$ cat src/source/adc_rx_pkg.sv
/*
 * Widths, beat counts and word types shared by the converter receive path
 * and its testbench. Files refer to these as adc_rx_pkg::name
 */

package adc_rx_pkg;

  // ********************
  // Word widths
  // ********************

  // The converter delivers 20-bit words, MSB first
  localparam int SAMPLE_W = 20;

  // Samples leave the receive path sign-extended to 24 bits
  localparam int OUT_W = 24;

  // ********************
  // Beat counting
  // ********************

  // The beat counter is wide enough to reach the one-lane beat count
  localparam int BEAT_CNT_W = 5;

  // One bit per beat on da alone
  localparam logic [BEAT_CNT_W-1:0] BEATS_1L = 5'd20;

  // Two bits per beat, da carries the higher bit and db the next one down
  localparam logic [BEAT_CNT_W-1:0] BEATS_2L = 5'd10;

  // ********************
  // Word types
  // ********************

  // A raw converter word as it comes off the lanes
  typedef logic [SAMPLE_W-1:0] sample_t;

  // A formatted two's complement output sample
  typedef logic signed [OUT_W-1:0] out_sample_t;

endpackage

$ cat src/source/lane_if.sv
/*
 * Registered lane beats passed from the sampler to the word assembler.
 * The sampler drives the src side and the assembler reads the dst side
 */

`timescale 1ns/10ps

interface lane_if;

  // High on the beat that holds the MSB of a word
  logic first;
  // Lane mode that was registered alongside the beat
  logic two_lane;
  // Lane bits, da is the higher bit of the pair in two-lane mode
  logic da;
  logic db;
  // Beats are present on every cycle once reset has been released
  logic valid;

  modport src (
    output first,
    output two_lane,
    output da,
    output db,
    output valid
  );

  modport dst (
    input first,
    input two_lane,
    input da,
    input db,
    input valid
  );

endinterface

$ cat src/source/word_if.sv
/*
 * Assembled converter words passed from the assembler to the formatter.
 * valid and frame_error are single-cycle pulses and never coincide
 */

`timescale 1ns/10ps

interface word_if;

  logic                valid;
  adc_rx_pkg::sample_t data;
  // Pulses when a frame was cut short and its partial word dropped
  logic                frame_error;
  // Format select that belongs to the word on data
  logic                offset_bin;

  modport src (
    output valid,
    output data,
    output frame_error,
    output offset_bin
  );

  modport dst (
    input valid,
    input data,
    input frame_error,
    input offset_bin
  );

endinterface
$ cat src/source/adc_rx_top.sv
/*
 * Receive path top level for the 20-bit SAR converter serial interface.
 * Chains sampler, assembler and formatter, all clocked by sync_n_d
 */

`timescale 1ns/10ps

module adc_rx_top (
  input  logic                    sync_n_d,
  input  logic                    rst,
  input  logic                    da,
  input  logic                    db,
  input  logic                    frame_start,
  input  logic                    two_lane,
  input  logic                    offset_bin,
  output adc_rx_pkg::out_sample_t sample,
  output logic                    sample_valid,
  output logic                    frame_error
);

  // ********************
  // Stage links
  // ********************

  // Registered beats between the sampler and the assembler
  lane_if lanes ();

  // Finished words between the assembler and the formatter
  word_if words ();

  // ********************
  // Pipeline stages
  // ********************

  // Pads to aligned beats, one cycle
  lane_sampler sampler (
    .sync_n_d    (sync_n_d),
    .rst         (rst),
    .da          (da),
    .db          (db),
    .frame_start (frame_start),
    .two_lane    (two_lane),
    .lanes       (lanes.src)
  );

  // Beats to words, one cycle after the last beat is taken
  word_assembler assembler (
    .sync_n_d   (sync_n_d),
    .rst        (rst),
    .offset_bin (offset_bin),
    .lanes      (lanes.dst),
    .words      (words.src)
  );

  // Words to formatted samples, one cycle
  sample_formatter formatter (
    .sync_n_d     (sync_n_d),
    .rst          (rst),
    .words        (words.dst),
    .sample       (sample),
    .sample_valid (sample_valid),
    .frame_error  (frame_error)
  );

endmodule

$ cat src/source/lane_sampler.sv
/*
 * First receive stage. Registers the lane pads, the frame strobe and the
 * lane mode so the assembler works on aligned beats one cycle later
 */

`timescale 1ns/10ps

module lane_sampler (
  input  logic sync_n_d,
  input  logic rst,
  input  logic da,
  input  logic db,
  input  logic frame_start,
  input  logic two_lane,
  lane_if.src  lanes
);

  // ********************
  // Control registers
  // ********************

  // The strobe and the mode are control state and start out cleared
  always_ff @(posedge sync_n_d) begin
    if (rst) begin
      lanes.first    <= 1'b0;
      lanes.two_lane <= 1'b0;
      lanes.valid    <= 1'b0;
    end else begin
      lanes.first    <= frame_start;
      lanes.two_lane <= two_lane;
      // Every cycle carries a beat once out of reset
      lanes.valid    <= 1'b1;
    end
  end

  // ********************
  // Lane bits
  // ********************

  // The data bits are plain payload and follow the pads each cycle
  always_ff @(posedge sync_n_d) begin
    lanes.da <= da;
    lanes.db <= db;
  end

  // The converter marks only the MSB beat, so the strobe is a single pulse
  // and two in a row would point at a broken frame source
  a_strobe_single : assert property (
    @(posedge sync_n_d) disable iff (rst)
    frame_start |=> !frame_start
  ) else $error("frame_start held high for more than one cycle");

endmodule

$ cat src/source/sample_formatter.sv
/*
 * Third receive stage. Turns an assembled word into a sign-extended 24-bit
 * two's complement sample and registers it with its valid and error strobes
 */

`timescale 1ns/10ps

module sample_formatter (
  input  logic                    sync_n_d,
  input  logic                    rst,
  word_if.dst                     words,
  output adc_rx_pkg::out_sample_t sample,
  output logic                    sample_valid,
  output logic                    frame_error
);

  adc_rx_pkg::sample_t twos_word;

  // ********************
  // Format conversion
  // ********************

  // Offset binary differs from two's complement only in the MSB
  assign twos_word = {words.data[adc_rx_pkg::SAMPLE_W-1] ^ words.offset_bin,
                      words.data[adc_rx_pkg::SAMPLE_W-2:0]};

  // ********************
  // Output register
  // ********************

  // The sample only moves on a valid word and holds its value otherwise
  always_ff @(posedge sync_n_d) begin
    if (rst) begin
      sample <= '0;
    end else if (words.valid) begin
      // Replicate bit 19 into the upper bits of the 24-bit sample
      sample <= {{(adc_rx_pkg::OUT_W - adc_rx_pkg::SAMPLE_W){twos_word[adc_rx_pkg::SAMPLE_W-1]}},
                 twos_word};
    end
  end

  // Errors go through the same register as the strobes so their order is kept
  always_ff @(posedge sync_n_d) begin
    if (rst) begin
      sample_valid <= 1'b0;
      frame_error  <= 1'b0;
    end else begin
      sample_valid <= words.valid;
      frame_error  <= words.frame_error;
    end
  end

  // Downstream logic may read sample at any time, so it only changes with a strobe
  a_sample_hold : assert property (
    @(posedge sync_n_d) disable iff (rst)
    !sample_valid |-> $stable(sample)
  ) else $error("sample changed without sample_valid");

endmodule

$ cat src/source/word_assembler.sv
/*
 * Second receive stage. Shifts lane beats into 20-bit words, counts the
 * beats of each frame and flags frames that a new strobe cut short
 */

`timescale 1ns/10ps

module word_assembler (
  input  logic sync_n_d,
  input  logic rst,
  input  logic offset_bin,
  lane_if.dst  lanes,
  word_if.src  words
);

  adc_rx_pkg::sample_t                 shift_q;
  logic [adc_rx_pkg::BEAT_CNT_W-1:0] beat_cnt;
  logic [adc_rx_pkg::BEAT_CNT_W-1:0] beat_next;
  logic [adc_rx_pkg::BEAT_CNT_W-1:0] beat_limit;
  logic                              take_beat;
  logic                              word_done;
  logic                              cut_short;
  logic                              fmt_q;

  // ********************
  // Beat bookkeeping
  // ********************

  // Number of beats that make up one word in the current lane mode
  assign beat_limit = lanes.two_lane ? adc_rx_pkg::BEATS_2L : adc_rx_pkg::BEATS_1L;

  // A beat counts when it opens a frame or when a word is already underway
  // Beats seen while idle and without a strobe are ignored
  assign take_beat = lanes.valid && (lanes.first || (beat_cnt != '0));

  // A strobe restarts the count at one, any other beat adds to it
  assign beat_next = lanes.first ? 5'd1 : beat_cnt + 5'd1;

  always_ff @(posedge sync_n_d) begin
    if (rst) begin
      beat_cnt  <= '0;
      word_done <= 1'b0;
      cut_short <= 1'b0;
      fmt_q     <= 1'b0;
    end else begin
      word_done <= 1'b0;
      cut_short <= 1'b0;
      if (take_beat) begin
        // A strobe in the middle of a word means the previous frame was short
        cut_short <= lanes.first && (beat_cnt != '0);
        if (beat_next == beat_limit) begin
          // Word complete, go idle so a strobe on the next beat is clean
          beat_cnt  <= '0;
          word_done <= 1'b1;
        end else begin
          beat_cnt <= beat_next;
        end
        // The format select is taken with the MSB so it stays with its word
        if (lanes.first) begin
          fmt_q <= offset_bin;
        end
      end
    end
  end

  // ********************
  // Shift register
  // ********************

  // Bits enter at the bottom, so after a full frame the first beat sits at the MSB
  // Stale bits from a dropped word are pushed out by the next full frame
  always_ff @(posedge sync_n_d) begin
    if (take_beat) begin
      if (lanes.two_lane) begin
        shift_q <= {shift_q[adc_rx_pkg::SAMPLE_W-3:0], lanes.da, lanes.db};
      end else begin
        shift_q <= {shift_q[adc_rx_pkg::SAMPLE_W-2:0], lanes.da};
      end
    end
  end

  // ********************
  // Word output
  // ********************

  // One register stage after the last beat, which also frees shift_q for the next frame
  always_ff @(posedge sync_n_d) begin
    if (rst) begin
      words.valid       <= 1'b0;
      words.frame_error <= 1'b0;
      words.offset_bin  <= 1'b0;
    end else begin
      words.valid       <= word_done;
      words.frame_error <= cut_short;
      words.offset_bin  <= fmt_q;
    end
  end

  always_ff @(posedge sync_n_d) begin
    words.data <= shift_q;
  end

  // A dropped frame restarts the count at one, so it can never also finish a word
  a_valid_error_exclusive : assert property (
    @(posedge sync_n_d) disable iff (rst)
    !(words.valid && words.frame_error)
  ) else $error("word valid and frame_error pulsed together");

  // The count returns to zero on reaching the limit, so it stays below it
  // unless the lane mode moves while a frame is open
  a_beat_cnt_range : assert property (
    @(posedge sync_n_d) disable iff (rst)
    beat_cnt < beat_limit
  ) else $error("beat counter %0d beyond limit %0d", beat_cnt, beat_limit);

endmodule

$ cat config.mk
export PLATFORM = sky130hd
export DESIGN_NAME = adc_rx_top
export DESIGN_NICKNAME = d
export VERILOG_FILES = /design/src/source/adc_rx_pkg.sv /design/src/source/lane_if.sv /design/src/source/word_if.sv /design/src/source/adc_rx_top.sv /design/src/source/lane_sampler.sv /design/src/source/sample_formatter.sv /design/src/source/word_assembler.sv
export SDC_FILE = /design/constraint.sdc
export NUM_CORES = 1
export LEC_CHECK = 0
export BUFFER_PORTS_ARGS = -buffer_cell sky130_fd_sc_hd__buf_2
export CELL_PAD_IN_SITES_DETAIL_PLACEMENT = 1
export CELL_PAD_IN_SITES_GLOBAL_PLACEMENT = 1
export CORE_UTILIZATION = 41
export CTS_CLUSTER_DIAMETER = 80
export DETAILED_ROUTE_END_ITERATION = 6
export PLACE_DENSITY_LB_ADDON = 0.1
export SETUP_SLACK_MARGIN = 0.3
export SLEW_MARGIN = 30
export SYNTH_ARGS = -nofsm -noshare
export SYNTH_HDL_FRONTEND = slang
export SYNTH_SLANG_ARGS = --single-unit
$ cat constraint.sdc
create_clock -name sync_n_d -period 3 [get_ports sync_n_d]
set_input_delay 0.3 -clock sync_n_d [delete_from_list [all_inputs] [get_ports sync_n_d]]
set_output_delay 0.3 -clock sync_n_d [all_outputs]
set_load 0.05 [all_outputs]
==> results of run 1 <==
per-stage QoR:
stage,area [sq um],util [%],cells
finish,3100,48.8,318
CTS,3100,48.8,318
global placement,2900,45.6,302
floorplan,2700,-,206
detailed placement,2900,45.6,302
global route,3100,48.8,318
worst max-delay path by stage:
stage | to | slack, ns | from
finish | assembler.beat_cnt[0] | 0.83 | assembler.beat_cnt[0]
global route | assembler.beat_cnt[0] | 0.68 | assembler.beat_cnt[0]
CTS | assembler.beat_cnt[0] | 0.84 | assembler.beat_cnt[0]
detailed placement | assembler.beat_cnt[0] | 0.80 | assembler.beat_cnt[0]
global placement | assembler.beat_cnt[0] | 0.98 | assembler.beat_cnt[0]
floorplan | assembler.beat_cnt[0] | 1.14 | assembler.beat_cnt[0]
cells by family (layout without fill, tap and decap cells):
| logic type | after synthesis | after routing |
|---|---|---|
| and+or+nand+nor | 53 | 53 |
| muxes | 40 | 40 |
| buffers and inverters | 19 | 54 |
| DFF | 78 | 78 |
| xor gates and xnor gates | 4 | 4 |
| AOI/OAI and AO/OA | 10 | 10 |
| adders and majority gates | 2 | 2 |
power by group through the flow:
stage	Combinational [uW]	Sequential [uW]	Clock, uW
after floorplan	59.0	1160	0
after global placement	62.3	1170	0
after detailed placement	68.1	1170	0
after CTS	67.6	1150	812
after global routing	73.7	1150	860
final	66.6	1150	785
critical path, stage by stage, from the launching register on:
cell      delay, ns
dfxtp_1        0.37
inv_1          0.13
ha_1           0.15
or4b_4         0.47
o21ai_4        0.20
inv_1          0.40
nor2_1         0.22
a211oi_1       0.07
synthesized netlist by cell type, types with 2 or more instances:
master / count / share of area, %
a211oi_1: 2 / 0.56
and3_1: 2 / 0.46
buf_2: 2 / 0.37
buf_4: 4 / 1.1
clkbuf_1: 7 / 0.97
dfxtp_1: 58 / 43
edfxtp_1: 20 / 22
ha_1: 2 / 0.93
inv_1: 5 / 0.69
mux2_2: 20 / 8.3
mux2i_1: 20 / 7.4
nand2_1: 4 / 0.56
nand3_1: 4 / 0.74
nand4b_1: 2 / 0.65
nor2_1: 25 / 3.5
nor2b_1: 9 / 2.1
nor3_1: 2 / 0.37
xnor2_1: 3 / 0.97
routing by layer:
layer / routed length [um] / vias up / global-route usage, %
met4: 82 / 0 / 7.84
met2: 2300 / 35 / 24.2
met3: 206 / 10 / 5.47
met5: 0 / - / 0
met1: 2160 / 795 / 18.4
li1: - / 768 / -
state kept, by name, indices dropped and copies added, names as in the netlist:
signal and flops:
sampler.lanes.two_lane 1, assembler.beat_cnt 5, assembler.shift_q 20, sampler.lanes.first 1, assembler.word_done 1, sampler.lanes.db 1, formatter.frame_error 1, formatter.sample_valid 1
sampler.lanes.da 1, assembler.words.data 20, formatter.sample 20, assembler.fmt_q 1, assembler.words.valid 1, assembler.words.frame_error 1, sampler.lanes.valid 1, assembler.words.offset_bin 1
assembler.cut_short 1
cell type report:
type	count	area [sq um]	share of cell area, %
Clock buffer	12	155	5.01
Timing Repair Buffer	33	168	5.41
Clock inverter	4	46.3	1.49
Multi-Input combinational cell	109	852	27.5
Tap cell	77	96.3	3.11
Sequential cell	78	1760	56.9
Inverter	5	18.8	0.606
==> flow_summary.yaml, run 1 <==
run_status:
  run_status: "completed"
floorplanning:
  die_y_um: 83.2
  start_util_pct: 42.6
  die_x_um: 83.2
  ioPinCount: 33
  dieArea_sq_um: 6920
  core_area_sq_um: 6350
  rows: 29
detailed_routing:
  drcViolationCount: 0
  antenna_left: 0
  drt_iter0_drc: 27
  num_vias: 1608
  dr.pass1.iters: 4
  wire_per_inst_um: 14.9
  finalWirelength_um: 4750
  viasPerCell: 5.06
cts:
  cts_hold_buf: 0
  cts_tree: "done"
  insertion_delay_ns: 0.34
  clock_sinks: 78
  cts-htree-levels: 3
  cts_setup_buffers: 0
  cts_buffer_depth: 2
  cts-resized-gates: 0
  cts_buffers: 9
  path_clk_slew_ns: 0.08
  cts-root-buf: "clkbuf_8"
logic_synthesis:
  syn_inst: 206
  synthesis.area_sq_um: 2700
  syn_area_per_cell_sq_um: 13.1
  synth-adder-area-share_pct: 0.926
  ys.warnings.count: 0
  async_flop_share_pct: 0
  ys_ff_latch: 78
  synth_nets: 215
  synthSimpleGateAreaFrac_pct: 10.0
  synth_top_family_by_area: "multiplexers"
  seq_area_frac_synth_pct: 65.2
  muxShareOfSynthArea_pct: 15.7
  synth_ff_type: "dfxtp_1"
  synth_xor_area_share_pct: 1.30
  ys_types: 33
  synth_compound_area_share_pct: 3.56
  synth_edf_count: 20
power:
  p_switching_uw: 419
  max-vdd-ir-drop_v: 0.000429
  pwr-share-clk_pct: 39.3
  internal_power_uw: 1580
  p_total_uw: 2000
  seqPwrFrac_pct: 57.4
  powerDensity_nw_per_um2: 645
  leakagePower_uw: 0.00120
  swShare_pct: 21.0
  p_comb_share_pct: 3.3
min_path:
  min_from: "db"
  whs_endpoint: "sampler.lanes.db"
  holdCritPathClass: "input port to flip-flop"
  min_path_cells: 1
sta:
  slew_headroom_pct: 40.8
  fmax_ghz: 0.461
  hold_viol_final: 0
  setup_tns_ns: 0
  setup_viol: 0
  fin_ws_ns: 0.832
  rsz0062_at_grt: "false"
  min_period_ns: 2.17
  drv_slew: 0
  worst_pin_slew_ns: 0.886
  clock_skew_ns: 0.00738
  hold_slack_ns: 0.0599
  fin_crit_sh_pct: 72.3
setup_path:
  cp.required_ns: 3.19
  path_max_fanout: 22
  reg2reg_depth: 7
  end_kind: "flip-flop"
  rrSetupSlack_ns: 0.83
  crit_type: "flip-flop to flip-flop"
  worstReg2RegEnd: "assembler.beat_cnt[0]"
  critPathArrivalTime_ns: 2.36
  r2r-start: "assembler.beat_cnt[0]"
  cp-start-kind: "flip-flop"
placement:
  dpl.hpwl_um: 3090
  preCtsSetupSlack_ns: 0.798
  gp_congestion: 0.784
  numPortBuffers: 32
global_routing:
  grt_pass1_vias: 1700
  grt_max_degree: 36
  grt_pass1_wl_um: 8170
  grt_antenna_before_repair: 0
  gr-total-overflow: 0
  grt_usage_pct: 15.3
finish:
  n_antenna_cell: 0
  drive_above_1_share_pct: 29.9
  fillers: 683
  nNetsFinal: 245
  layout_common_cells: "58 x dfxtp_1, 32 x buf_2, 25 x nor2_1"
  final_common_cell: "dfxtp_1"
  syn_to_final_growth_pct: 14.6
flow_run:
  drv_cap: 0
Power figures use the tool's default switching activity.
==> inputs of run 2 (changes only) <==
==> constraint.sdc (replaced) <==
create_clock -name sync_n_d -period 2.02 [get_ports sync_n_d]
set_input_delay 0.202 -clock sync_n_d [delete_from_list [all_inputs] [get_ports sync_n_d]]
set_output_delay 0.202 -clock sync_n_d [all_outputs]
set_load 0.05 [all_outputs]
==> run 2 against run 1 <==
Against the previous run: non-clock buffer count is 18 higher; hold slack better by 0.015 ns; sequential cell count stayed put; largest power group unchanged.
==> flow_summary.yaml, run 2 (same netlist as run 1, synthesis figures left out) <==
run_status:
  run_status: "completed"
global_routing:
  grt_antenna_before_repair: 0
  grt_max_degree: 23
  grt_usage_pct: 16.6
  gr-total-overflow: 0
  grt_pass1_vias: 1715
  grt_pass1_wl_um: 8740
placement:
  dpl.hpwl_um: 3240
  gp_congestion: 0.773
  preCtsSetupSlack_ns: 0.0918
  numPortBuffers: 32
  placed_cells: 306
sta:
  fmax_ghz: 0.542
  clock_skew_ns: 0.00943
  fin_crit_sh_pct: 91.3
  setup_tns_ns: 0
  setup_viol: 0
  worst_pin_slew_ns: 0.389
  hold_viol_final: 0
  drv_slew: 0
  fin_ws_ns: 0.177
  slew_headroom_pct: 74.1
  rsz0062_at_grt: "true"
  min_period_ns: 1.84
cts:
  cts_tree: "done"
  insertion_delay_ns: 0.34
  cts-htree-levels: 3
  cts_buffer_depth: 2
  cts_buffers: 9
  cts-root-buf: "clkbuf_8"
  clock_sinks: 78
  path_clk_slew_ns: 0.08
setup_path:
  worstReg2RegEnd: "assembler.beat_cnt[1]"
  cp.required_ns: 2.26
  path_max_fanout: 4
  cp_slowest_cell: "dfxtp_4"
  rrSetupSlack_ns: 0.18
  crit_type: "flip-flop to flip-flop"
  r2r-start: "assembler.beat_cnt[0]"
  worstPathCellList: "inv_4, ha_4, nor4_4, nand2_1, a211o_1, a32o_1"
  slowest_delay_ns: 0.40
  cp-start-kind: "flip-flop"
  critical_path.startpoint: "assembler.beat_cnt[0]"
  end_kind: "flip-flop"
  critPathArrivalTime_ns: 2.08
  reg2reg_depth: 6
power:
  leakagePower_uw: 0.00129
  seqPwrFrac_pct: 57.7
  swShare_pct: 22.7
  powerDensity_nw_per_um2: 873
  max-vdd-ir-drop_v: 0.000426
  pwr-share-clk_pct: 36.1
  p_comb_share_pct: 6.1
  p_switching_uw: 667
  internal_power_uw: 2280
detailed_routing:
  drcViolationCount: 0
  num_vias: 1690
  wire_per_inst_um: 16.4
  finalWirelength_um: 5500
  viasPerCell: 5.03
  drt_iter0_drc: 78
  dr.pass1.iters: 4
  antenna_left: 0
finish:
  nNetsFinal: 263
  n_antenna_cell: 0
  finalNonFillerCells: 336
  drive_above_1_share_pct: 40.2
  syn_to_final_growth_pct: 24.7
  final_common_cell: "dfxtp_1"
  reg.largest.list: "assembler.shift_q x20, assembler.words.data x20, formatter.sample x20"
  layout_common_cells: "54 x dfxtp_1, 32 x buf_2, 24 x nor2_1, 20 x mux2_2, 20 x edfxtp_1"
min_path:
  whs_endpoint: "sampler.lanes.two_lane"
  min_path_cells: 2
  min_from: "two_lane"
  holdCritPathClass: "input port to flip-flop"
floorplanning:
  die_x_um: 83.2
  dieArea_sq_um: 6920
  core_area_sq_um: 6350
  die_y_um: 83.2
  start_util_pct: 42.6
  ioPinCount: 33
  rows: 29
flow_run:
  drv_cap: 0
## run 2: worst max-delay path: cells and delay by family, from the launching register on
| family | cells | cell delay [ns] |
|---|---|---|
| flops | 1 | 0.40 |
| simple gates | 2 | 0.44 |
| fa+ha+maj | 1 | 0.25 |
| buf+inv | 1 | 0.05 |
| compound gates | 2 | 0.59 |
## run 2: power groups by stage
stage          clock network [uW]  logic [uW]  registers [uW]
3_5_place_dp                    0         116            1730
6_report                     1060         181            1700
4_1_cts                      1090         145            1700
3_3_place_gp                    0         106            1730
5_1_grt                      1170         194            1710
2_1_floorplan                   0        87.6            1720
## run 2: area by class of cell
| class | count | area [sq um] |
|---|---|---|
| Fill cell | 658 | 2980 |
| Multi-Input combinational cell | 109 | 938 |
| Sequential cell | 78 | 1770 |
| Clock inverter | 3 | 20.0 |
| Clock buffer | 13 | 159 |
| Inverter | 5 | 26.3 |
| Tap cell | 77 | 96.3 |
| Timing Repair Buffer | 51 | 359 |
## run 2: metal layers
metal,up-vias,GRT usage (%),wire length [um]
met4,0,7.68,145
met1,829,20.0,2400
met3,15,5.47,201
met5,-,0,0
li1,806,-,-
met2,40,26.8,2760
## run 2: how the worst max path moves through the flow
stage | cells after the start | endpoint | slack (ns)
finish | 6 | assembler.beat_cnt[1] | 0.18
floorplan | 7 | assembler.beat_cnt[0] | 0.17
CTS | 8 | assembler.beat_cnt[0] | 0.22
detailed placement | 7 | assembler.beat_cnt[1] | 0.09
global route | 6 | assembler.beat_cnt[1] | 0.14
global placement | 8 | assembler.beat_cnt[0] | 0.25
## run 2: what timing repair did
action,4_1_cts,5_1_grt
hold buffers,2,0
resized for setup,23,6
endpoints found under the hold margin,2,0
setup buffers,7,3
pin swaps,11,6
setup endpoints to repair,26,26
gates cloned,0,2
## run 2: through the flow
| stage | cell area (sq um) | total power, uW | hold WS [ns] | util [%] |
|---|---|---|---|---|
| after detailed placement | 2930 | 1850 | 0.309 | 46.1 |
| final | 3370 | 2940 | 0.0753 | 53.1 |
| after global routing | 3370 | 3070 | 0.0585 | 53.1 |
| after global placement | 2930 | 1840 | 0.307 | 46.1 |
| after CTS | 3270 | 2940 | 0.0618 | 51.5 |
| after floorplan | 2700 | 1810 | 0.230 | - |
==> inputs of run 3 (changes only) <==
--- a/config.mk
+++ b/config.mk
@@ -8,10 +8,12 @@
 export BUFFER_PORTS_ARGS = -buffer_cell sky130_fd_sc_hd__buf_2
 export CELL_PAD_IN_SITES_DETAIL_PLACEMENT = 1
 export CELL_PAD_IN_SITES_GLOBAL_PLACEMENT = 1
+export CORE_MARGIN = 2
 export CORE_UTILIZATION = 41
 export CTS_CLUSTER_DIAMETER = 80
 export DETAILED_ROUTE_END_ITERATION = 6
 export PLACE_DENSITY_LB_ADDON = 0.1
+export RECOVER_POWER = 50
 export SETUP_SLACK_MARGIN = 0.3
 export SLEW_MARGIN = 30
 export SYNTH_ARGS = -nofsm -noshare
==> run 3 against run 2 <==
Against the previous run: routed wire length decreased by 2.8%; sequential power about the same; final area decreased by 0.30%; clock-buffer cell count decreased by 2; total power increased by 5.5%; via count decreased by 0.77%; final cell count decreased by 0.89%; global-route usage decreased by 0.83 points; clock power increased by 18%; clock skew decreased by 0.0014 ns; largest cell class unchanged.
==> flow_summary.yaml, run 3 (same netlist as run 1, synthesis figures left out) <==
finish:
  seqCellArea_sq_um: 1770
  syn_to_final_growth_pct: 24.4
  fillers: 639
  nNetsFinal: 260
  final_common_cell: "dfxtp_1"
  layout_common_cells: "54 x dfxtp_1, 25 x nor2_1, 20 x mux2_2, 20 x edfxtp_1, 20 x buf_2"
  n_antenna_cell: 0
  reg.largest.list: "assembler.shift_q x20, assembler.words.data x20, formatter.sample x20"
  drive_above_1_share_pct: 34.0
  multi_input_area_sq_um: 931
cts:
  clock_sinks: 78
  cts-root-buf: "clkbuf_8"
  cts_tree: "done"
  path_clk_slew_ns: 0.08
  cts-htree-levels: 3
  cts_buffer_depth: 2
  cts_buffers: 9
  insertion_delay_ns: 0.35
setup_path:
  r2r-start: "assembler.beat_cnt[0]"
  critPathArrivalTime_ns: 2.07
  path_max_fanout: 4
  end_kind: "flip-flop"
  cp.required_ns: 2.26
  reg2reg_depth: 7
  cp-start-kind: "flip-flop"
  worstReg2RegEnd: "assembler.beat_cnt[4]"
  rrSetupSlack_ns: 0.19
  crit_type: "flip-flop to flip-flop"
power:
  powerDensity_nw_per_um2: 924
  max-vdd-ir-drop_v: 0.000614
  leakagePower_uw: 0.00124
sta:
  fin_ws_ns: 0.190
  slew_headroom_pct: 42.9
  drv_slew: 0
  clock_skew_ns: 0.00806
  setup_tns_ns: 0
  fin_crit_sh_pct: 90.6
  setup_viol: 0
  worst_pin_slew_ns: 0.856
  fmax_ghz: 0.547
  hold_viol_final: 0
  min_period_ns: 1.83
  rsz0062_at_grt: "true"
placement:
  preCtsSetupSlack_ns: 0.0689
  dpl.hpwl_um: 3190
  gp_congestion: 0.768
  numPortBuffers: 32
floorplanning:
  die_x_um: 85.2
  core_area_sq_um: 6350
  start_util_pct: 42.6
  dieArea_sq_um: 7260
  die_y_um: 85.2
  rows: 29
  ioPinCount: 33
detailed_routing:
  dr.pass1.iters: 4
  drcViolationCount: 0
  antenna_left: 0
  drt_iter0_drc: 88
  num_vias: 1677
  viasPerCell: 5.04
  finalWirelength_um: 5350
  wire_per_inst_um: 16.1
global_routing:
  grt_usage_pct: 15.8
  grt_antenna_before_repair: 0
  grt_pass1_wl_um: 8580
  grt_max_degree: 23
  gr-total-overflow: 0
  grt_pass1_vias: 1750
min_path:
  min_from: "frame_start"
  min_path_cells: 2
  whs_endpoint: "sampler.lanes.first"
  holdCritPathClass: "input port to flip-flop"
flow_run:
  drv_cap: 0
run_status:
  run_status: "completed"
## run 3: cell count changes in the layout (fill, tap and decap cells not counted), moves of 2 or more
cell      delta
clkbuf_1    +11
buf_2       -12
buf_4        -6
clkinv_1     +2
## run 3: metrics by stage
stage | cells | total power [uW] | area [sq um] | hold slack (ns) | utilization, %
after floorplan | 206 | 1810 | 2700 | 0.230 | -
after global placement | 305 | 1840 | 2920 | 0.307 | 46.0
after detailed placement | 305 | 1850 | 2920 | 0.306 | 46.0
after CTS | 329 | 3110 | 3290 | 0.0494 | 51.9
after global routing | 333 | 3230 | 3360 | 0.0739 | 52.9
final | 333 | 3110 | 3360 | 0.0609 | 52.9
## run 3: final cells by class
class / count / share of cell area (%)
Sequential cell: 78 / 52.7
Multi-Input combinational cell: 109 / 27.7
Timing Repair Buffer: 48 / 9.49
Clock buffer: 11 / 4.84
Tap cell: 77 / 2.87
Clock inverter: 5 / 1.60
Inverter: 5 / 0.782
## run 3: critical path: stages, from the launching register on
cell and delay, ns:
dfxtp_4 0.38, inv_4 0.08, ha_4 0.12, or4b_4 0.47, o21ai_4 0.20, buf_4 0.17, nor3_1 0.05, a32o_2 0.27
## run 3: worst max-delay path by stage
stage          depth (start not counted)                  start                     to  slack (ns)
4_1_cts                                7  assembler.beat_cnt[1]  assembler.beat_cnt[1]        0.19
3_3_place_gp                           8  assembler.beat_cnt[0]  assembler.beat_cnt[0]        0.25
5_1_grt                                7  assembler.beat_cnt[0]  assembler.beat_cnt[4]        0.13
2_1_floorplan                          7  assembler.beat_cnt[0]  assembler.beat_cnt[0]        0.17
3_5_place_dp                           7  assembler.beat_cnt[0]  assembler.beat_cnt[1]        0.07
6_report                               7  assembler.beat_cnt[0]  assembler.beat_cnt[4]        0.19
## run 3: metal layers
layer | routed length (um) | share of wire, % | GRT usage, %
met5 | 0 | 0 | 0
met4 | 197 | 3.7 | 8.95
met3 | 244 | 4.6 | 5.25
met2 | 2620 | 49 | 25.7
met1 | 2280 | 43 | 18.1
## run 3: power breakdown
group | leakage (uW) | switching [uW] | total (uW) | internal [uW]
registers | 0.000665 | 34.3 | 1700 | 1660
logic | 0.000468 | 73.3 | 161 | 87.8
clock network | 0.000106 | 571 | 1250 | 676
total | 0.00124 | 679 | 3110 | 2430
## run 3: repair_timing
| item | in CTS | in global routing |
|---|---|---|
| hold endpoints to repair | 2 | 0 |
| pin swaps | 6 | 9 |
| setup buffers | 6 | 1 |
| resized for setup | 21 | 6 |
| cloned | 0 | 3 |
| hold buffers | 2 | 0 |
| setup endpoints to repair | 26 | 26 |
